--- config.mk ---
export PLATFORM = sky130hd
export DESIGN_NAME = fc8_sys_timer
export DESIGN_NICKNAME = d
export VERILOG_FILES = /design/src/logic/fc8_pkg.sv /design/src/logic/fc8_sys_timer.sv
export SDC_FILE = /design/constraint.sdc
export NUM_CORES = 1
export LEC_CHECK = 0
export BUFFER_PORTS_ARGS = -buffer_cell sky130_fd_sc_hd__buf_2
export CELL_PAD_IN_SITES_DETAIL_PLACEMENT = 0
export CELL_PAD_IN_SITES_GLOBAL_PLACEMENT = 1
export CORE_UTILIZATION = 35
export CTS_CLUSTER_DIAMETER = 40
export DETAILED_ROUTE_END_ITERATION = 10
export HOLD_SLACK_MARGIN = 0.1
export PLACE_DENSITY_LB_ADDON = 0.1
export SLEW_MARGIN = 15
export SYNTH_ARGS = -nofsm -noshare
export SYNTH_HDL_FRONTEND = slang
export SYNTH_SLANG_ARGS = --single-unit
--- constraint.sdc ---
create_clock -name clk -period 1.5 [get_ports clk]
set_input_delay 0.15 -clock clk [delete_from_list [all_inputs] [get_ports clk]]
set_output_delay 0.15 -clock clk [all_outputs]
set_load 0.05 [all_outputs]
--- src/logic/fc8_pkg.sv ---
package fc8_pkg;

    localparam int PHYS_AW = 20;
    localparam int CPU_AW  = 16;
    localparam int DATA_W  = 8;
    localparam int PAGE_W  = 5;
    localparam int RAM_AW  = 15;
    localparam int VRAM_AW = 16;

    // Physical memory map
    localparam logic [PHYS_AW-1:0] RAM_BASE      = 20'h00000;
    localparam logic [PHYS_AW-1:0] RAM_END       = 20'h07FFF;
    localparam logic [PHYS_AW-1:0] RESV_BASE     = 20'h08000;
    localparam logic [PHYS_AW-1:0] RESV_END      = 20'h0FFFF;
    localparam logic [PHYS_AW-1:0] VRAM_BASE     = 20'h10000;
    localparam logic [PHYS_AW-1:0] VRAM_END      = 20'h1FFFF;
    localparam logic [PHYS_AW-1:0] SFR_BASE      = 20'h20000;
    localparam logic [PHYS_AW-1:0] SFR_END       = 20'h2FFFF;
    localparam logic [PHYS_AW-1:0] CART_BASE     = 20'h30000;
    localparam logic [PHYS_AW-1:0] CART_END      = 20'hFFFFF;
    localparam logic [PHYS_AW-1:0] PAGE_SEL_ADDR = 20'h000FE; // Sits inside work RAM

    localparam logic [DATA_W-1:0] OPEN_BUS = 8'hFF;

    // SFR offsets from SFR_BASE
    localparam logic [15:0] SFR_SCROLL_X    = 16'h0009;
    localparam logic [15:0] SFR_SCROLL_Y    = 16'h000B;
    localparam logic [15:0] SFR_SCREEN_CTRL = 16'h0021;
    localparam logic [15:0] SFR_RAND        = 16'h0024;
    localparam logic [15:0] SFR_TIMER_CTRL  = 16'h0028;
    localparam logic [15:0] SFR_TIMER_LO    = 16'h0029;
    localparam logic [15:0] SFR_TIMER_HI    = 16'h002A;
    localparam logic [15:0] SFR_INT_EN      = 16'h002B;
    localparam logic [15:0] SFR_INT_STAT    = 16'h002C;
    localparam logic [15:0] SFR_VSYNC       = 16'h0033;
    localparam logic [15:0] SFR_FRAME_LO    = 16'h0034;
    localparam logic [15:0] SFR_FRAME_HI    = 16'h0035;
    localparam logic [15:0] SFR_PAD1        = 16'h0600;
    localparam logic [15:0] SFR_PAD2        = 16'h0601;
    localparam logic [15:0] SFR_PAD_CONN    = 16'h0602;

    localparam int IRQ_TIMER_BIT = 0;

    typedef struct packed {
        logic [CPU_AW-1:0] addr;
        logic [DATA_W-1:0] wdata;
        logic              we;
    } cpu_bus_t;

    // Flat view for decode, paged view for translation
    typedef union packed {
        logic [PHYS_AW-1:0] raw;
        struct packed {
            logic [PAGE_W-1:0]         page;
            logic [PHYS_AW-PAGE_W-1:0] offset;
        } paged;
    } fc8_phys_addr_u;

    typedef struct packed {
        logic page_reg;
        logic ram;
        logic resv;
        logic vram;
        logic sfr;
        logic cart;
    } fc8_region_t;

    typedef struct packed {
        logic [DATA_W-1:0] screen_ctrl;
        logic [DATA_W-1:0] scroll_x;
        logic [DATA_W-1:0] scroll_y;
    } gfx_ctrl_t;

    typedef struct packed {
        logic [1:0] vsync;     // Bit 0 level, bit 1 pulse
        logic       frame_inc;
    } gfx_status_t;

    typedef struct packed {
        logic [DATA_W-1:0] pad1;
        logic [DATA_W-1:0] pad2;
        logic              conn1;
        logic              conn2;
    } pad_in_t;

endpackage

--- src/logic/fc8_sys_timer.sv ---
`timescale 1ns/1ps

module fc8_sys_timer
    import fc8_pkg::*;
(
    input  logic                clk,
    input  logic                rst_n,
    input  logic                enable,
    output logic [2*DATA_W-1:0] count,
    output logic                overflow
);

    always_ff @(posedge clk or negedge rst_n) begin
        if (!rst_n) begin
            count <= '0;
        end else if (enable) begin
            count <= count + 1'b1; // Wraps to zero after all ones
        end else begin
            count <= '0;
        end
    end

    // High for the cycle before the wrap, so the status bit sets on the wrap edge
    assign overflow = enable && (count == '1);

endmodule

==> results.json <==
{
  "status": "finished with violations",
  "violations": "negative setup slack",
  "synth_area_leaders": "dfrtp_1 47%, and2_1 8.9%, xor2_1 7.3%",
  "vias": 682,
  "areaGrowthSynthToFinish_pct": 40.1,
  "r2r_end": "count[15]",
  "slew_headroom": 0.752,
  "ir_worst_vdd_mv": 0.496,
  "yosysMostFrequentCell": "dfrtp_1",
  "clock.fmax_ghz": 0.588,
  "multi_input_area_sq_um": 473,
  "syn_area_sq_um": 845,
  "grt_pass1_vias": 683,
  "grt.met2_usage": 0.261,
  "tns_ns": -0.401,
  "rsz0062_at_grt": "yes",
  "hold_class": "in -> reg",
  "synth_top_area_share": 0.474,
  "clk_pin_slew_ns": 0.10,
  "grt_pass1_wl_microns": 2900,
  "critical_path_class": "reg -> reg",
  "wire_per_inst_microns": 12.2,
  "whs_ns": 0.242,
  "drtAntennaViolNets": 0,
  "met1_usage": 0.184,
  "hold_viol": 0,
  "drive_gt1_frac": 0.526,
  "ys_seq_area_frac": 0.474,
  "swShare": 0.247,
  "hold_start": "enable",
  "largest_register_ffs": 16,
  "clock_latency_ns": 0.28,
  "period_share": 1.13,
  "min_delay_path_depth": 3,
  "grt-ovfl-total": 0,
  "drt_iter0_drc": 8,
  "power_frac_clock": 0.352,
  "clock_skew_ns": 0.00295,
  "synth_top_cell_by_area": "dfrtp_1",
  "die_h_microns": 51.1,
  "gp_congestion": 0.721,
  "grt_max_degree": 17,
  "fp.dieW_microns": 51.1,
  "largest_registers": "count x16",
  "worst_pin_slew_ns": 0.371,
  "die-area_sq_um": 2610,
  "ys_types": 26,
  "stdcell_area_sq_um": 1180,
  "globalRouteMet3Util": 0.0268,
  "setup_viol": 2,
  "p_switching_w": 0.000202,
  "htree_levels": 1,
  "avgSynthCellArea_sq_um": 10.7,
  "final_nets": 119,
  "start_util": 0.378,
  "layout.area.seq_sq_um": 419,
  "syn_inst": 79,
  "cts.path.max_buffers": 2,
  "n_fill_cell": 218,
  "top_register": "count",
  "dpl.hpwl_microns": 1270,
  "maxCapViolCount": 0,
  "powerDensity_nw_per_um2": 689,
  "dr.pass1.iters": 4,
  "crit_arrival_ns": 1.91,
  "place_area_sq_um": 1090,
  "ctsRootBufferMaster": "clkbuf_4",
  "synth_edf_count": 0,
  "p_leak_nw": 0.588,
  "synth_nets": 83,
  "ios": 20,
  "p_seq_frac": 0.550,
  "fin_ws_ns": -0.201,
  "maxSlewViolCount": 0,
  "post-place-ws_ns": 0.0300,
  "power_frac_comb": 0.099,
  "r2r_slack_ns": -0.20,
  "p_int_w": 0.000614,
  "core_sq_um": 2230,
  "start_kind": "flip-flop",
  "grt_usage": 0.152,
  "antenna_found_initial": 0,
  "fin_crit_ns": 1.70,
  "routed_via_density": 4.80,
  "r2r-start": "count[10]",
  "grt-busiest-layer": "met2",
  "cts.sinks": 16,
  "synthFlopType": "dfrtp_1",
  "synth_seq_cells": 16,
  "drc": 0,
  "rows": 17,
  "netlist_top_cells_count": "16 x dfrtp_1, 12 x and2_1, 7 x xor2_1, 5 x nand2_1, 5 x nor3_1",
  "io_buffers": 19,
  "worstPathRequired_ns": 1.71,
  "hold_path_end": "count[15]",
  "yosys_warnings": 0,
  "antenna_cells": 0,
  "wirelength_microns": 1740,
  "ff2ff_path_depth": 6,
  "numCtsBuffers": 3,
  "cp_max_fo": 2,
  "ys_async_sr_fraction": 1.00,
  "crit_path_end_kind": "flip-flop",
  "cts_tree": "done"
}
==> per-layer routing <==
layer	routed length, microns	up-vias	share of wire
met3	58	2	0.033
met2	921	12	0.53
met1	741	329	0.43
met4	14	0	0.0081
met5	0	-	0
li1	-	339	-
==> placed cells by master (no fill, tap or decap), types with 2 or more instances in the layout <==
cell type / instances
o21ai_0: 2
nor4_4: 2
nor3_1: 4
nand4_1: 2
xnor2_1: 4
nand3_1: 4
nand2_1: 5
buf_4: 11
nor4_2: 2
xor2_1: 7
clkbuf_4: 3
inv_1: 4
buf_2: 18
dfrtp_2: 15
buf_6: 2
or3_1: 2
nand4_4: 2
and2_1: 12
==> through the flow <==
stage / util / std cells / total power [W]
after CTS: 0.515 / 139 / 0.000830
final: 0.530 / 142 / 0.000816
after global placement: 0.489 / 133 / 0.000532
after floorplan: - / 79 / 0.000500
after global routing: 0.530 / 142 / 0.000857
after detailed placement: 0.489 / 133 / 0.000532
==> worst max-delay path, cell delays in order (launching register included) <==
cell and delay [ns]:
dfrtp_2 0.40, nand4_4 0.11, or3_4 0.42, buf_4 0.15
buf_6 0.11, nor4_4 0.21, mux2i_1 0.24
==> timing repair <==
action,in CTS,in global routing
pin swaps,2,1
hold endpoints to repair,16,0
hold buffers,1,0
setup endpoints to repair,1,7
gates resized for setup,2,2
setup buffers,1,3
==> cell families (layout without fill, tap and decap cells) <==
group,count (synthesis),after routing,share of synthesized area
buffers and inverters,5,40,0.0222
AND/OR/NAND/NOR,41,41,0.333
XOR/XNOR,11,11,0.114
AO/OA/AOI/OAI,4,4,0.0296
multiplexers,1,1,0.0119
adder cells (fa/ha/maj),1,1,0.0148
flip-flops,16,16,0.474
==> final cells by class <==
type	count	share of cell area
repair buffers	32	0.173
inverters	4	0.0127
well taps	28	0.0296
multi-input cells	58	0.400
flip-flops and latches	16	0.354
clock buffers	4	0.0307
==> power groups by stage <==
stage               sequential [W]  clock [W]  combinational (W)
floorplan                 0.000482          0          0.0000176
global placement          0.000458          0          0.0000739
detailed placement        0.000459          0          0.0000734
CTS                       0.000450   0.000304          0.0000758
global route              0.000449   0.000319          0.0000883
finish                    0.000448   0.000287          0.0000806
==> how the worst max path moves through the flow <==
stage / from / endpoint / slack (ns) / cells after the start
4_1_cts: count[10] / overflow / -0.23 / 4
3_5_place_dp: count[10] / overflow / 0.03 / 4
5_1_grt: count[10] / overflow / -0.30 / 4
3_3_place_gp: count[10] / overflow / 0.02 / 4
2_1_floorplan: count[9] / overflow / -0.32 / 3
6_report: count[10] / count[15] / -0.20 / 6
Note: power is estimated with default switching activity, not from simulation.
