[config.mk]
export PLATFORM = sky130hd
export DESIGN_NAME = fc8_bank_mapper
export DESIGN_NICKNAME = d
export VERILOG_FILES = /design/src/logic/fc8_pkg.sv /design/src/logic/fc8_bank_mapper.sv
export SDC_FILE = /design/constraint.sdc
export NUM_CORES = 1
export LEC_CHECK = 0
export BUFFER_PORTS_ARGS = -buffer_cell sky130_fd_sc_hd__buf_2
export CORE_MARGIN = 2
export CORE_UTILIZATION = 34
export CTS_CLUSTER_SIZE = 28
export DETAILED_ROUTE_END_ITERATION = 8
export PLACE_DENSITY = 0.89
export SYNTH_ARGS = -nofsm -noshare
export SYNTH_HDL_FRONTEND = slang
export SYNTH_SLANG_ARGS = --single-unit
[constraint.sdc]
create_clock -name clk -period 2.2 [get_ports clk]
set_input_delay 0.11 -clock clk [delete_from_list [all_inputs] [get_ports clk]]
set_output_delay 0.11 -clock clk [all_outputs]
set_load 0.05 [all_outputs]
[src/logic/fc8_pkg.sv]
package fc8_pkg;

    localparam int PHYS_AW = 20;
    localparam int CPU_AW  = 16;
    localparam int DATA_W  = 8;
    localparam int PAGE_W  = 5;
    localparam int RAM_AW  = 15;
    localparam int VRAM_AW = 16;

    // Physical memory map
    localparam logic [PHYS_AW-1:0] RAM_BASE      = 20'h00000;
    localparam logic [PHYS_AW-1:0] RAM_END       = 20'h07FFF;
    localparam logic [PHYS_AW-1:0] RESV_BASE     = 20'h08000;
    localparam logic [PHYS_AW-1:0] RESV_END      = 20'h0FFFF;
    localparam logic [PHYS_AW-1:0] VRAM_BASE     = 20'h10000;
    localparam logic [PHYS_AW-1:0] VRAM_END      = 20'h1FFFF;
    localparam logic [PHYS_AW-1:0] SFR_BASE      = 20'h20000;
    localparam logic [PHYS_AW-1:0] SFR_END       = 20'h2FFFF;
    localparam logic [PHYS_AW-1:0] CART_BASE     = 20'h30000;
    localparam logic [PHYS_AW-1:0] CART_END      = 20'hFFFFF;
    localparam logic [PHYS_AW-1:0] PAGE_SEL_ADDR = 20'h000FE; // Sits inside work RAM

    localparam logic [DATA_W-1:0] OPEN_BUS = 8'hFF;

    // SFR offsets from SFR_BASE
    localparam logic [15:0] SFR_SCROLL_X    = 16'h0009;
    localparam logic [15:0] SFR_SCROLL_Y    = 16'h000B;
    localparam logic [15:0] SFR_SCREEN_CTRL = 16'h0021;
    localparam logic [15:0] SFR_RAND        = 16'h0024;
    localparam logic [15:0] SFR_TIMER_CTRL  = 16'h0028;
    localparam logic [15:0] SFR_TIMER_LO    = 16'h0029;
    localparam logic [15:0] SFR_TIMER_HI    = 16'h002A;
    localparam logic [15:0] SFR_INT_EN      = 16'h002B;
    localparam logic [15:0] SFR_INT_STAT    = 16'h002C;
    localparam logic [15:0] SFR_VSYNC       = 16'h0033;
    localparam logic [15:0] SFR_FRAME_LO    = 16'h0034;
    localparam logic [15:0] SFR_FRAME_HI    = 16'h0035;
    localparam logic [15:0] SFR_PAD1        = 16'h0600;
    localparam logic [15:0] SFR_PAD2        = 16'h0601;
    localparam logic [15:0] SFR_PAD_CONN    = 16'h0602;

    localparam int IRQ_TIMER_BIT = 0;

    typedef struct packed {
        logic [CPU_AW-1:0] addr;
        logic [DATA_W-1:0] wdata;
        logic              we;
    } cpu_bus_t;

    // Flat view for decode, paged view for translation
    typedef union packed {
        logic [PHYS_AW-1:0] raw;
        struct packed {
            logic [PAGE_W-1:0]         page;
            logic [PHYS_AW-PAGE_W-1:0] offset;
        } paged;
    } fc8_phys_addr_u;

    typedef struct packed {
        logic page_reg;
        logic ram;
        logic resv;
        logic vram;
        logic sfr;
        logic cart;
    } fc8_region_t;

    typedef struct packed {
        logic [DATA_W-1:0] screen_ctrl;
        logic [DATA_W-1:0] scroll_x;
        logic [DATA_W-1:0] scroll_y;
    } gfx_ctrl_t;

    typedef struct packed {
        logic [1:0] vsync;     // Bit 0 level, bit 1 pulse
        logic       frame_inc;
    } gfx_status_t;

    typedef struct packed {
        logic [DATA_W-1:0] pad1;
        logic [DATA_W-1:0] pad2;
        logic              conn1;
        logic              conn2;
    } pad_in_t;

endpackage

[src/logic/fc8_bank_mapper.sv]
`timescale 1ns/1ps

module fc8_bank_mapper
    import fc8_pkg::*;
(
    input  logic              clk,
    input  logic              rst_n,
    input  cpu_bus_t          cpu,
    output fc8_phys_addr_u    phys,
    output fc8_region_t       region,
    output logic [DATA_W-1:0] page_sel
);

    function automatic logic in_range(
        input logic [PHYS_AW-1:0] addr,
        input logic [PHYS_AW-1:0] lo,
        input logic [PHYS_AW-1:0] hi
    );
        return (addr >= lo) && (addr <= hi);
    endfunction

    always_ff @(posedge clk or negedge rst_n) begin
        if (!rst_n) begin
            page_sel <= '0;
        end else if (cpu.we && region.page_reg) begin
            page_sel <= cpu.wdata;
        end
    end

    // Upper half of the logical space is banked
    always_comb begin
        phys.paged.offset = cpu.addr[RAM_AW-1:0];
        if (cpu.addr[CPU_AW-1]) begin
            phys.paged.page = page_sel[PAGE_W-1:0];
        end else begin
            phys.paged.page = '0;
        end
    end

    always_comb begin
        region.page_reg = (phys.raw == PAGE_SEL_ADDR);
        region.ram      = !region.page_reg && in_range(phys.raw, RAM_BASE, RAM_END);
        region.resv     = in_range(phys.raw, RESV_BASE, RESV_END);
        region.vram     = in_range(phys.raw, VRAM_BASE, VRAM_END);
        region.sfr      = in_range(phys.raw, SFR_BASE, SFR_END);
        region.cart     = in_range(phys.raw, CART_BASE, CART_END);
    end

endmodule

==> run summary <==
- CP Class: reg2out
- library cell used as clock root buffer: sky130_fd_sc_hd__clkbuf_4
- per-cell via count in the routed design: 4.48
- clock-pin slew on the worst setup and hold paths: 0.05 ns
- reported net switching power: 117 uW
- Placed Instances: 116
- die height: 45.9 um
- Clk pwr share: 30.2%
- final hold slack: 0.0925 ns
- maximum number of pins on one net before global-route repair: 9
- fin crit share: 91.7%
- final setup vio count: 0
- Achievable Freq: 0.496 GHz
- first-pass GRT wire length: 2060 um
- area delta synth->final: 42.3%
- Die Outline Area: 2110 um2
- clock skew after layout: 0.00111 ns
- core region area: 1690 um2
- launching point of the worst reg2reg path: page_sel[3]$_DFFE_PN0P_
- hold path depth: 2
- Synth Net Count: 81
- Worst Hold Launch: cpu[3]
- Max-Cap Viols: 0
- transition time at the pin with the least slew margin: 0.315 ns
- number of flip-flops and latches in the synthesized netlist: 8
- global route hottest layer: met2
- quantity of gates resized following cts: 0
- initial standard-cell utilization of the core: 35.3%
- Internal: 239 uW
- part of the Yosys area used for sequential elements: 33.5%
- final-layout fill cell count: 165
- final count of pins violating max slew: 0
- sum of internal, switching and leakage power: 356 uW
- Iter 0 DRT Violations: 2
- weighted congestion at the end of routability-driven global placement: 0.687
- worst reg-to-reg setup slack: 0.30 ns
- number of cells in the finished layout apart from fillers: 120
- average detailed-routed wire length per instance: 11.6 um
- cell count of the worst reg-to-reg path: 4
- CTS Hold Buffers Added: 1
- initial antenna violation count: 0
- overall fraction of global-route tracks in use: 13.6%
- switching portion of total power: 32.8%
- met2 global-route usage: 23.3%
- CTS tree: done
- number of buffers inserted to repair setup after CTS: 0
- Max rail drop VDD: 0.197 mV
- end-of-flow core utilization: 50.3%
- Clock Tree Buf Depth: 2
- met3 layer usage reported by global route: 3.97%
- TritonCTS sink count: 8
- endpoint of the most critical register-to-register path: page_sel[1]$_DFFE_PN0P_
- Worst Hold Endpoint: page_sel[2]$_DFFE_PN0P_
- nets@finish: 132
- data required time at the worst endpoint: 2.09 ns
- CTS HTree Levels: 1
- DR pass1 iterations: 3
- sort of element at the start of the critical path: flop
- Most flops, register: page_sel
- most frequent standard cell in the layout excluding fill and tap cells: sky130_fd_sc_hd__buf_2
- Avg Cell Area, Syn: 11.1 um2
- number of ports placed on the die boundary: 61
- count of nets left with antenna violations after detail routing: 0
- unrepaired setup endpoints after global routing: false
- via count of the first global-routing pass: 512
- met1 track utilization from global routing: 15.9%
- slack of the critical path: 0.183 ns
- leak pwr: 0.555 nW
- overall via count from detail_route: 538
- sort of element at the end of the critical path: output pin
- Die W: 45.9 um
- Crit path largest cell delay: 0.52 ns
- final period demand of the worst path: 2.02 ns
- combinational group share of total power: 28.4%
- Post-Syn Area: 597 um2
- later-pin clock latency in the skew report: 0.24 ns
- drc violations: 0
- number of buffers created by CTS: 3
- Detailed Place HPWL: 1180 um
- largest fanout on the critical path: 4
- worst slack at placement: 0.302 ns
- placed instance area: 817 um2
- share of cells above drive strength 1: 75.7%
- CP max stage cell: sky130_fd_sc_hd__or4_1
- max FFs per register: 8
- hold violation count in the final report: 0
- count of inserted antenna diode cells: 0
- synthesized netlist cell count: 54
- global-route congestion overflow total: 0
- data arrival time at the worst-slack endpoint: 1.91 ns
- Routed Wire Length: 1390 um
- Site Rows: 15
- tightest slew margin relative to the limit: 78.8%
- sequential share of power: 41.4%
- kind of path behind the tightest hold check: in2reg
- most used cells in the layout excluding fill and tap cells: sky130_fd_sc_hd__buf_2 (60), sky130_fd_sc_hd__mux2_4 (8), sky130_fd_sc_hd__dfrtp_1 (8)
- Total Negative Setup Slacks: 0 ns
- number of distinct library cells after synthesis: 20
- IO Port Bufs: 60
- power density over cell area: 419 nW/um2
- cells along the critical path: or4_1 > o21ai_1 > and2b_2 > buf_2
- total number of yosys warnings: 0
- post-layout instance area: 850 um2
- largest registers ranked by flip-flop count: page_sel (8)
- outcome: finished, final reports clean
## area by class of cell
class                           count  area (um2)  area share (%)
Clock buffer                        3        22.5            2.65
Inverter                            2        7.51           0.884
Sequential cell                     8         200            23.6
Tap cell                           17        21.3            2.50
Multi-Input combinational cell     29         288            33.9
Timing Repair Buffer               61         310            36.5
## kinds of logic (layout without fill, tap and decap cells)
family | count (synthesis) | in the layout | share of synthesized area (%)
buf+inv | 17 | 66 | 20.1
mux | 8 | 8 | 20.1
compound gates | 2 | 2 | 1.68
simple gates | 19 | 19 | 24.5
flops | 8 | 8 | 33.5
## worst max-delay path: cells and delay by family, from the launching register on
kind            cells  cell delay [ns]
compound gates      1             0.29
simple gates        2             0.71
flops               1             0.40
buf+inv             1             0.25
## power groups by stage
stage | combinational [mW] | clock, mW | sequential [mW]
floorplan | 0.0781 | 0 | 0.150
global placement | 0.0994 | 0 | 0.150
detailed placement | 0.100 | 0 | 0.150
CTS | 0.102 | 0.114 | 0.147
global route | 0.107 | 0.124 | 0.147
finish | 0.101 | 0.107 | 0.148
## metal layers
metal  vias up  routed length (um)
li1        270                   -
met1       242                 570
met2        26                 714
met3         0                 105
met4         0                   0
met5         -                   0
## Yosys cell counts, drive strengths merged
master | count | area, um2
nand2 | 3 | 11.3
nor3b | 1 | 7.51
nor4 | 2 | 27.5
inv | 2 | 7.51
nand3 | 1 | 17.5
dfrtp | 8 | 200
buf | 15 | 113
mux2 | 8 | 120
nor2 | 2 | 7.51
o21ai | 2 | 10.0
nand4 | 1 | 6.26
nand4b | 1 | 8.76
and2 | 4 | 26.3
or3 | 1 | 6.26
and2b | 1 | 8.76
or4 | 2 | 18.8
## worst max path at each step
stage                                  from                 endpoint  slack [ns]
floorplan           page_sel[3]$_DFFE_PN0P_                region[1]        0.09
global placement    page_sel[3]$_DFFE_PN0P_  page_sel[3]$_DFFE_PN0P_        0.39
detailed placement  page_sel[3]$_DFFE_PN0P_  page_sel[1]$_DFFE_PN0P_        0.30
CTS                 page_sel[3]$_DFFE_PN0P_                region[4]        0.15
global route        page_sel[3]$_DFFE_PN0P_                region[4]         0.1
finish              page_sel[3]$_DFFE_PN0P_                region[4]        0.18
Power figures use the tool's default switching activity.
