==> config.mk <==
export PLATFORM = sky130hd
export DESIGN_NAME = fc8_sfr_block
export DESIGN_NICKNAME = d
export VERILOG_FILES = /design/src/logic/fc8_pkg.sv /design/src/logic/fc8_sfr_block.sv
export SDC_FILE = /design/constraint.sdc
export NUM_CORES = 1
export LEC_CHECK = 0
export BUFFER_PORTS_ARGS = -buffer_cell sky130_fd_sc_hd__buf_2
export CORE_AREA = 2 2 89 155
export CTS_BUF_LIST = sky130_fd_sc_hd__clkbuf_4 sky130_fd_sc_hd__clkbuf_8
export CTS_CLUSTER_SIZE = 24
export DETAILED_ROUTE_END_ITERATION = 10
export DIE_AREA = 0 0 91 157
export SYNTH_ARGS = -nofsm -noshare
export SYNTH_HDL_FRONTEND = slang
export SYNTH_SLANG_ARGS = --single-unit
==> constraint.sdc <==
create_clock -name clk -period 5.8 [get_ports clk]
set_clock_uncertainty 0.05 [all_clocks]
set_input_delay 0 -clock clk [delete_from_list [all_inputs] [get_ports clk]]
set_output_delay 0 -clock clk [all_outputs]
set_load 0.005 [all_outputs]
==> src/logic/fc8_pkg.sv <==
package fc8_pkg;

    localparam int PHYS_AW = 20;
    localparam int CPU_AW  = 16;
    localparam int DATA_W  = 8;
    localparam int PAGE_W  = 5;
    localparam int RAM_AW  = 15;
    localparam int VRAM_AW = 16;

    // Physical memory map
    localparam logic [PHYS_AW-1:0] RAM_BASE      = 20'h00000;
    localparam logic [PHYS_AW-1:0] RAM_END       = 20'h07FFF;
    localparam logic [PHYS_AW-1:0] RESV_BASE     = 20'h08000;
    localparam logic [PHYS_AW-1:0] RESV_END      = 20'h0FFFF;
    localparam logic [PHYS_AW-1:0] VRAM_BASE     = 20'h10000;
    localparam logic [PHYS_AW-1:0] VRAM_END      = 20'h1FFFF;
    localparam logic [PHYS_AW-1:0] SFR_BASE      = 20'h20000;
    localparam logic [PHYS_AW-1:0] SFR_END       = 20'h2FFFF;
    localparam logic [PHYS_AW-1:0] CART_BASE     = 20'h30000;
    localparam logic [PHYS_AW-1:0] CART_END      = 20'hFFFFF;
    localparam logic [PHYS_AW-1:0] PAGE_SEL_ADDR = 20'h000FE; // Sits inside work RAM

    localparam logic [DATA_W-1:0] OPEN_BUS = 8'hFF;

    // SFR offsets from SFR_BASE
    localparam logic [15:0] SFR_SCROLL_X    = 16'h0009;
    localparam logic [15:0] SFR_SCROLL_Y    = 16'h000B;
    localparam logic [15:0] SFR_SCREEN_CTRL = 16'h0021;
    localparam logic [15:0] SFR_RAND        = 16'h0024;
    localparam logic [15:0] SFR_TIMER_CTRL  = 16'h0028;
    localparam logic [15:0] SFR_TIMER_LO    = 16'h0029;
    localparam logic [15:0] SFR_TIMER_HI    = 16'h002A;
    localparam logic [15:0] SFR_INT_EN      = 16'h002B;
    localparam logic [15:0] SFR_INT_STAT    = 16'h002C;
    localparam logic [15:0] SFR_VSYNC       = 16'h0033;
    localparam logic [15:0] SFR_FRAME_LO    = 16'h0034;
    localparam logic [15:0] SFR_FRAME_HI    = 16'h0035;
    localparam logic [15:0] SFR_PAD1        = 16'h0600;
    localparam logic [15:0] SFR_PAD2        = 16'h0601;
    localparam logic [15:0] SFR_PAD_CONN    = 16'h0602;

    localparam int IRQ_TIMER_BIT = 0;

    typedef struct packed {
        logic [CPU_AW-1:0] addr;
        logic [DATA_W-1:0] wdata;
        logic              we;
    } cpu_bus_t;

    // Flat view for decode, paged view for translation
    typedef union packed {
        logic [PHYS_AW-1:0] raw;
        struct packed {
            logic [PAGE_W-1:0]         page;
            logic [PHYS_AW-PAGE_W-1:0] offset;
        } paged;
    } fc8_phys_addr_u;

    typedef struct packed {
        logic page_reg;
        logic ram;
        logic resv;
        logic vram;
        logic sfr;
        logic cart;
    } fc8_region_t;

    typedef struct packed {
        logic [DATA_W-1:0] screen_ctrl;
        logic [DATA_W-1:0] scroll_x;
        logic [DATA_W-1:0] scroll_y;
    } gfx_ctrl_t;

    typedef struct packed {
        logic [1:0] vsync;     // Bit 0 level, bit 1 pulse
        logic       frame_inc;
    } gfx_status_t;

    typedef struct packed {
        logic [DATA_W-1:0] pad1;
        logic [DATA_W-1:0] pad2;
        logic              conn1;
        logic              conn2;
    } pad_in_t;

endpackage

==> src/logic/fc8_sfr_block.sv <==
`timescale 1ns/1ps

module fc8_sfr_block
    import fc8_pkg::*;
(
    input  logic                clk,
    input  logic                rst_n,
    input  cpu_bus_t            cpu,
    input  logic                sel,
    input  logic [15:0]         offset,
    input  gfx_status_t         gfx_status,
    input  pad_in_t             pads,
    input  logic [2*DATA_W-1:0] timer_count,
    input  logic                timer_overflow,
    output logic                timer_enable,
    output gfx_ctrl_t           gfx_ctrl,
    output logic                timer_irq,
    output logic [DATA_W-1:0]   rdata
);

    logic                wr;
    logic                rd;
    logic [DATA_W-1:0]   timer_ctrl;
    logic [DATA_W-1:0]   int_en;
    logic [DATA_W-1:0]   int_stat;
    logic [DATA_W-1:0]   int_stat_next;
    logic [DATA_W-1:0]   lfsr;
    logic                lfsr_fb;
    logic [1:0]          vsync;
    logic [1:0]          conn;
    logic [2*DATA_W-1:0] frame_cnt;
    logic [DATA_W-1:0]   frame_hi_latch;

    assign wr = sel && cpu.we;
    assign rd = sel && !cpu.we;

    always_ff @(posedge clk or negedge rst_n) begin
        if (!rst_n) begin
            gfx_ctrl   <= '0;
            timer_ctrl <= '0;
            int_en     <= '0;
        end else if (wr) begin
            case (offset)
                SFR_SCREEN_CTRL: gfx_ctrl.screen_ctrl <= cpu.wdata;
                SFR_SCROLL_X:    gfx_ctrl.scroll_x    <= cpu.wdata;
                SFR_SCROLL_Y:    gfx_ctrl.scroll_y    <= cpu.wdata;
                SFR_TIMER_CTRL:  timer_ctrl           <= cpu.wdata;
                SFR_INT_EN:      int_en               <= cpu.wdata;
                default: ;
            endcase
        end
    end

    // Write 1 to clear, a new overflow wins over a clear in the same cycle
    always_comb begin
        int_stat_next = int_stat;
        if (wr && (offset == SFR_INT_STAT)) begin
            int_stat_next = int_stat & ~cpu.wdata;
        end
        if (timer_overflow) begin
            int_stat_next[IRQ_TIMER_BIT] = 1'b1;
        end
    end

    always_ff @(posedge clk or negedge rst_n) begin
        if (!rst_n) begin
            int_stat <= '0;
        end else begin
            int_stat <= int_stat_next;
        end
    end

    always_ff @(posedge clk or negedge rst_n) begin
        if (!rst_n) begin
            vsync          <= '0;
            conn           <= '0;
            frame_cnt      <= '0;
            frame_hi_latch <= '0;
        end else begin
            vsync[0] <= gfx_status.vsync[0];
            if (gfx_status.vsync[1]) begin
                vsync[1] <= 1'b1;                 // Keep a pulse that lands on a read
            end else if (rd && (offset == SFR_VSYNC)) begin
                vsync[1] <= 1'b0;
            end
            conn <= {pads.conn2, pads.conn1};
            if (gfx_status.frame_inc) begin
                frame_cnt <= frame_cnt + 1'b1;
            end
            if (rd && (offset == SFR_FRAME_LO)) begin
                frame_hi_latch <= frame_cnt[2*DATA_W-1:DATA_W];
            end
        end
    end

    // Taps 0, 3, 4, 5
    assign lfsr_fb = lfsr[0] ^ lfsr[3] ^ lfsr[4] ^ lfsr[5];

    always_ff @(posedge clk or negedge rst_n) begin
        if (!rst_n) begin
            lfsr <= 8'hA5;
        end else if (wr && (offset == SFR_RAND)) begin
            lfsr <= cpu.wdata;
        end else begin
            lfsr <= {lfsr_fb, lfsr[DATA_W-1:1]};
        end
    end

    assign timer_enable = timer_ctrl[0];
    assign timer_irq    = int_stat[IRQ_TIMER_BIT] & int_en[IRQ_TIMER_BIT];

    always_comb begin
        case (offset)
            SFR_SCREEN_CTRL: rdata = gfx_ctrl.screen_ctrl;
            SFR_SCROLL_X:    rdata = gfx_ctrl.scroll_x;
            SFR_SCROLL_Y:    rdata = gfx_ctrl.scroll_y;
            SFR_RAND:        rdata = lfsr;
            SFR_TIMER_CTRL:  rdata = timer_ctrl;
            SFR_TIMER_LO:    rdata = timer_count[DATA_W-1:0];
            SFR_TIMER_HI:    rdata = timer_count[2*DATA_W-1:DATA_W];
            SFR_INT_EN:      rdata = int_en;
            SFR_INT_STAT:    rdata = int_stat;
            SFR_VSYNC:       rdata = {{(DATA_W-2){1'b0}}, vsync};
            SFR_FRAME_LO:    rdata = frame_cnt[DATA_W-1:0];
            SFR_FRAME_HI:    rdata = frame_hi_latch;
            SFR_PAD1:        rdata = pads.pad1;         // Live pad state
            SFR_PAD2:        rdata = pads.pad2;
            SFR_PAD_CONN:    rdata = {{(DATA_W-2){1'b0}}, conn};
            default:         rdata = OPEN_BUS;
        endcase
    end

endmodule

==> results_tabular.tex <==
\begin{tabular}{lr}
\hline
Metric & Value \\
\hline
\multicolumn{2}{l}{\textbf{Status}} \\
Result of the run & finished clean \\
\multicolumn{2}{l}{\textbf{Routing}} \\
Number of routed nets with antenna violations & 0 \\
Number of DRC markers in iteration 0 & $\sim$370 \\
DRT Pass-1 Iters & 5 \\
Wire length on met1 & $\sim$5400 um \\
Met3 layer wire length in the routed design & $\sim$940 um \\
Wire per inst & approximately 23 um \\
Metal2 WL & between 8000 and 9000 um \\
Ratio of routed vias to standard cells & 5.857 \\
Top Layer Used & met4 \\
DRT Wirelength & 15890 um \\
DRC violations left & 0 \\
Via count & 4000 \\
\multicolumn{2}{l}{\textbf{Critical path}} \\
Capturing point of the worst reg2reg path & frame\_cnt[15] \\
Critical path's largest stage delay & 0.83 ns \\
Critical path data arrival time & 3.11 ns \\
Kind of critical path & primary input to output pin \\
Worst R2R Path Depth & 5 \\
Cell type of the slowest stage on the worst timing path & sky130\_fd\_sc\_hd\_\_a31oi\_1 \\
Startpoint Class & primary input \\
Slack of the worst reg-to-reg path & between 3 and 4 ns \\
CP Depth & 7 \\
Reg-to-Reg Start & frame\_cnt[3] \\
CP dominant cell by count & sky130\_fd\_sc\_hd\_\_buf\_2 \\
Critical Path End Type & output pin \\
Crit path buf inv count & 2 \\
Cell chain of the critical path & buf\_2 > or4\_1 > nor2\_1 > a221oi\_1 > a31oi\_1 > nand4\_1 > buf\_2 \\
Required time of the worst setup path & 5.75 ns \\
Highest fanout seen on the critical path & 8 \\
Kind of cell adding the most delay to the critical path & simple AND/OR/NAND/NOR gates \\
\multicolumn{2}{l}{\textbf{STA}} \\
Total setup violations reported at the end of the flow & 0 \\
Transition at the pin with the smallest max-transition slack & 1.158 ns \\
Relative slew slack & 0.2170 \\
Max-slew violation count & 0 \\
Final critical-path required period & $\sim$3.2 ns \\
Final Hold Violating Endpoints & 0 \\
Hold slack final & slightly above 0.2 ns \\
Setup repair after global routing missed its margin & no \\
Final worst-path cycle share & 0.5448 \\
Max Clock Freq & $\sim$320 MHz \\
Sum Neg Setup Slack & 0 ns \\
\multicolumn{2}{l}{\textbf{Clocking}} \\
Maximum root-to-sink buffer count & 2 \\
Cts bufs inserted & 9 \\
CTS tree & built \\
Gates resized, CTS repair & 0 \\
Clock sink count & 84 \\
Cts-stage hold buffer count & 17 \\
CTS H-tree lvls & 3 \\
Insertion delay of the later-clocked pin in the worst-skew pair & $\sim$0.38 ns \\
Clock slew seen by the registers of the worst setup and hold paths & about 0.090 ns \\
Buffer cell driving the clock tree root & sky130\_fd\_sc\_hd\_\_clkbuf\_8 \\
Buffer count from post-CTS setup fixing & 0 \\
\multicolumn{2}{l}{\textbf{Placed design}} \\
Detailed placer's ending HPWL & 12010 um \\
Total placed instance area & 5205 sq um \\
Routability Congestion & 0.9401 \\
Number of placed instances with taps included & between 600 and 700 \\
IO buf count & 99 \\
\multicolumn{2}{l}{\textbf{Min path}} \\
Worst Hold Endpoint & conn[0] \\
Min-Delay Startpoint & pads[1] \\
Path category of the worst min-delay check & primary input to flip-flop \\
Cell depth of the worst min-delay path & 2 \\
\multicolumn{2}{l}{\textbf{Logic synthesis}} \\
Average cell area after synthesis & 11.60 sq um \\
Count of mapped cells out of synthesis & between 300 and 400 \\
Number of flip-flops and latches in the synthesized netlist & 84 \\
Portion of the post-synthesis area used by sequential elements & 0.4683 \\
Synth async-reset ratio & 1.000 \\
Post-Syn Area & around 4500 sq um \\
Dominant register cell in the synthesized netlist & sky130\_fd\_sc\_hd\_\_dfrtp\_1 \\
Count of flip-flops with a built-in enable after synthesis & 0 \\
Dominant cell type by area after synthesis & sky130\_fd\_sc\_hd\_\_dfrtp\_1 \\
Count of synthesis-stage warnings from yosys & 0 \\
Post-synth top area share & 0.4449 \\
Mapped Nets & about 470 \\
Count of different cell masters after synthesis & 59 \\
Dominant cells by area after synthesis & sky130\_fd\_sc\_hd\_\_dfrtp\_1 44\%, sky130\_fd\_sc\_hd\_\_mux2\_2 15\%, sky130\_fd\_sc\_hd\_\_nand4\_1 2.8\%, sky130\_fd\_sc\_hd\_\_xnor2\_1 2.5\%, sky130\_fd\_sc\_hd\_\_nor4\_4 2.4\% \\
\multicolumn{2}{l}{\textbf{Pwr}} \\
Leakage & 2.491 nW \\
Cell area power density & between 200 and 250 nW/um\^{}2 \\
Worst ir drop on vdd & about 0.12 mV \\
\multicolumn{2}{l}{\textbf{Cells and area}} \\
Proportion of layout cells with a drive suffix above 1 & 0.4004 \\
Number of fill cells & about 1300 \\
Leading cell type in the layout, fill and taps excluded & sky130\_fd\_sc\_hd\_\_buf\_2 \\
Synthesis-to-layout area growth & 24.28\% \\
Antenna fix cells & 0 \\
Commonest cells after routing, fill and taps aside & 98 x sky130\_fd\_sc\_hd\_\_buf\_2, 80 x sky130\_fd\_sc\_hd\_\_dfrtp\_1, 61 x sky130\_fd\_sc\_hd\_\_mux2\_2 \\
Final Net Count & 590 \\
Cell Count, Final, Fillers Out & a little under 700 \\
Final cell area excluding filler cells & roughly 5600 sq um \\
\multicolumn{2}{l}{\textbf{Global routing}} \\
Largest net degree at the start of global routing & 85 \\
Via count of the first global-routing pass & 4215 \\
Overflow left after global routing & 0 \\
Antenna violations before repair & 0 \\
Global-route wire length before repair & 24300 um \\
Total global-route track usage & 0.2270 \\
\multicolumn{2}{l}{\textbf{Flow run}} \\
Count of max-cap constraint violations & 0 \\
\multicolumn{2}{l}{\textbf{Die}} \\
I/O pin count & $\sim$120 \\
Core ar. & around 13000 sq um \\
Placement row count & 55 \\
Die boundary height & between 150 and 200 um \\
Die width & approximately 90 um \\
Initial Util & 0.3478 \\
Die ar. & 14290 sq um \\
\hline
\end{tabular}
per-stage QoR:
stage / util / setup slack [ns] / power (mW)
global route: 0.4322 / 2.524 / 1.441
CTS: 0.4322 / 2.767 / 1.390
floorplan: - / 3.912 / 0.8231
finish: 0.4322 / 2.640 / 1.379
global placement: 0.4023 / 2.761 / 0.9101
detailed placement: 0.4023 / 2.763 / 0.9217
cell type report:
class	count	area, sq um	area share
Multi-Input combinational cell	289	2345	0.4193
Sequential cell	84	2107	0.3768
Timing Repair Buffer	120	698.2	0.1249
Tap cell	171	214.0	0.03826
Clock buffer	10	137.6	0.02461
Clock inverter	6	78.83	0.01410
Inverter	3	11.26	0.002014
cell usage after synthesis, types with 4 or more instances:
master and instances:
sky130_fd_sc_hd__a21boi_0 8, sky130_fd_sc_hd__o21ai_0 5, sky130_fd_sc_hd__nand3_1 13, sky130_fd_sc_hd__nand4_1 20
sky130_fd_sc_hd__a32o_1 5, sky130_fd_sc_hd__nor4_4 5, sky130_fd_sc_hd__o2bb2ai_1 4, sky130_fd_sc_hd__nor2_1 20
sky130_fd_sc_hd__and3_1 7, sky130_fd_sc_hd__clkbuf_1 7, sky130_fd_sc_hd__xnor2_1 13, sky130_fd_sc_hd__a22oi_1 6
sky130_fd_sc_hd__nor3_1 14, sky130_fd_sc_hd__mux2i_1 10, sky130_fd_sc_hd__dfrtp_1 80, sky130_fd_sc_hd__a222oi_1 5
sky130_fd_sc_hd__dfstp_2 4, sky130_fd_sc_hd__or4_1 4, sky130_fd_sc_hd__mux2_2 61, sky130_fd_sc_hd__a211oi_1 5
sky130_fd_sc_hd__xor2_1 5, sky130_fd_sc_hd__a221oi_1 7, sky130_fd_sc_hd__nand2_1 21
worst max-delay path by stage:
stage                   start      endpoint  slack (ns)
global placement    offset[5]      rdata[5]        2.76
detailed placement  offset[5]      rdata[5]        2.76
floorplan           offset[8]  gfx_ctrl[16]        3.91
finish              offset[5]      rdata[5]        2.64
global route        offset[5]      rdata[5]        2.52
CTS                 offset[5]      rdata[5]        2.77
logic make-up after synthesis:
| family | count (synthesis) | synth area share |
|---|---|---|
| fa+ha+maj | 1 | 0.002780 |
| buf+inv | 15 | 0.01446 |
| mux | 72 | 0.1774 |
| compound gates | 59 | 0.1048 |
| xor+xnor | 18 | 0.03504 |
| flops | 84 | 0.4683 |
| simple gates | 139 | 0.1972 |
flip-flops by register name, summed over array words and instances (netlist names):
register	flops
frame_cnt	16
conn	2
vsync	2
frame_hi_latch	8
int_en	8
int_stat	8
timer_ctrl	8
lfsr	8
gfx_ctrl	24
power by group:
part           total, mW  leakage (nW)  internal [mW]  switching [mW]
clock network      0.460         0.111          0.220           0.239
logic              0.214          1.26          0.106           0.108
registers          0.706          1.12          0.651          0.0546
total               1.38          2.49          0.977           0.402
metal layers:
metal	track usage	vias up
met5	0	-
met4	0.1313	0
met3	0.03877	51
met2	0.4226	196
met1	0.2375	2011
li1	-	1742
No activity file was read; power rests on OpenSTA's default activity.
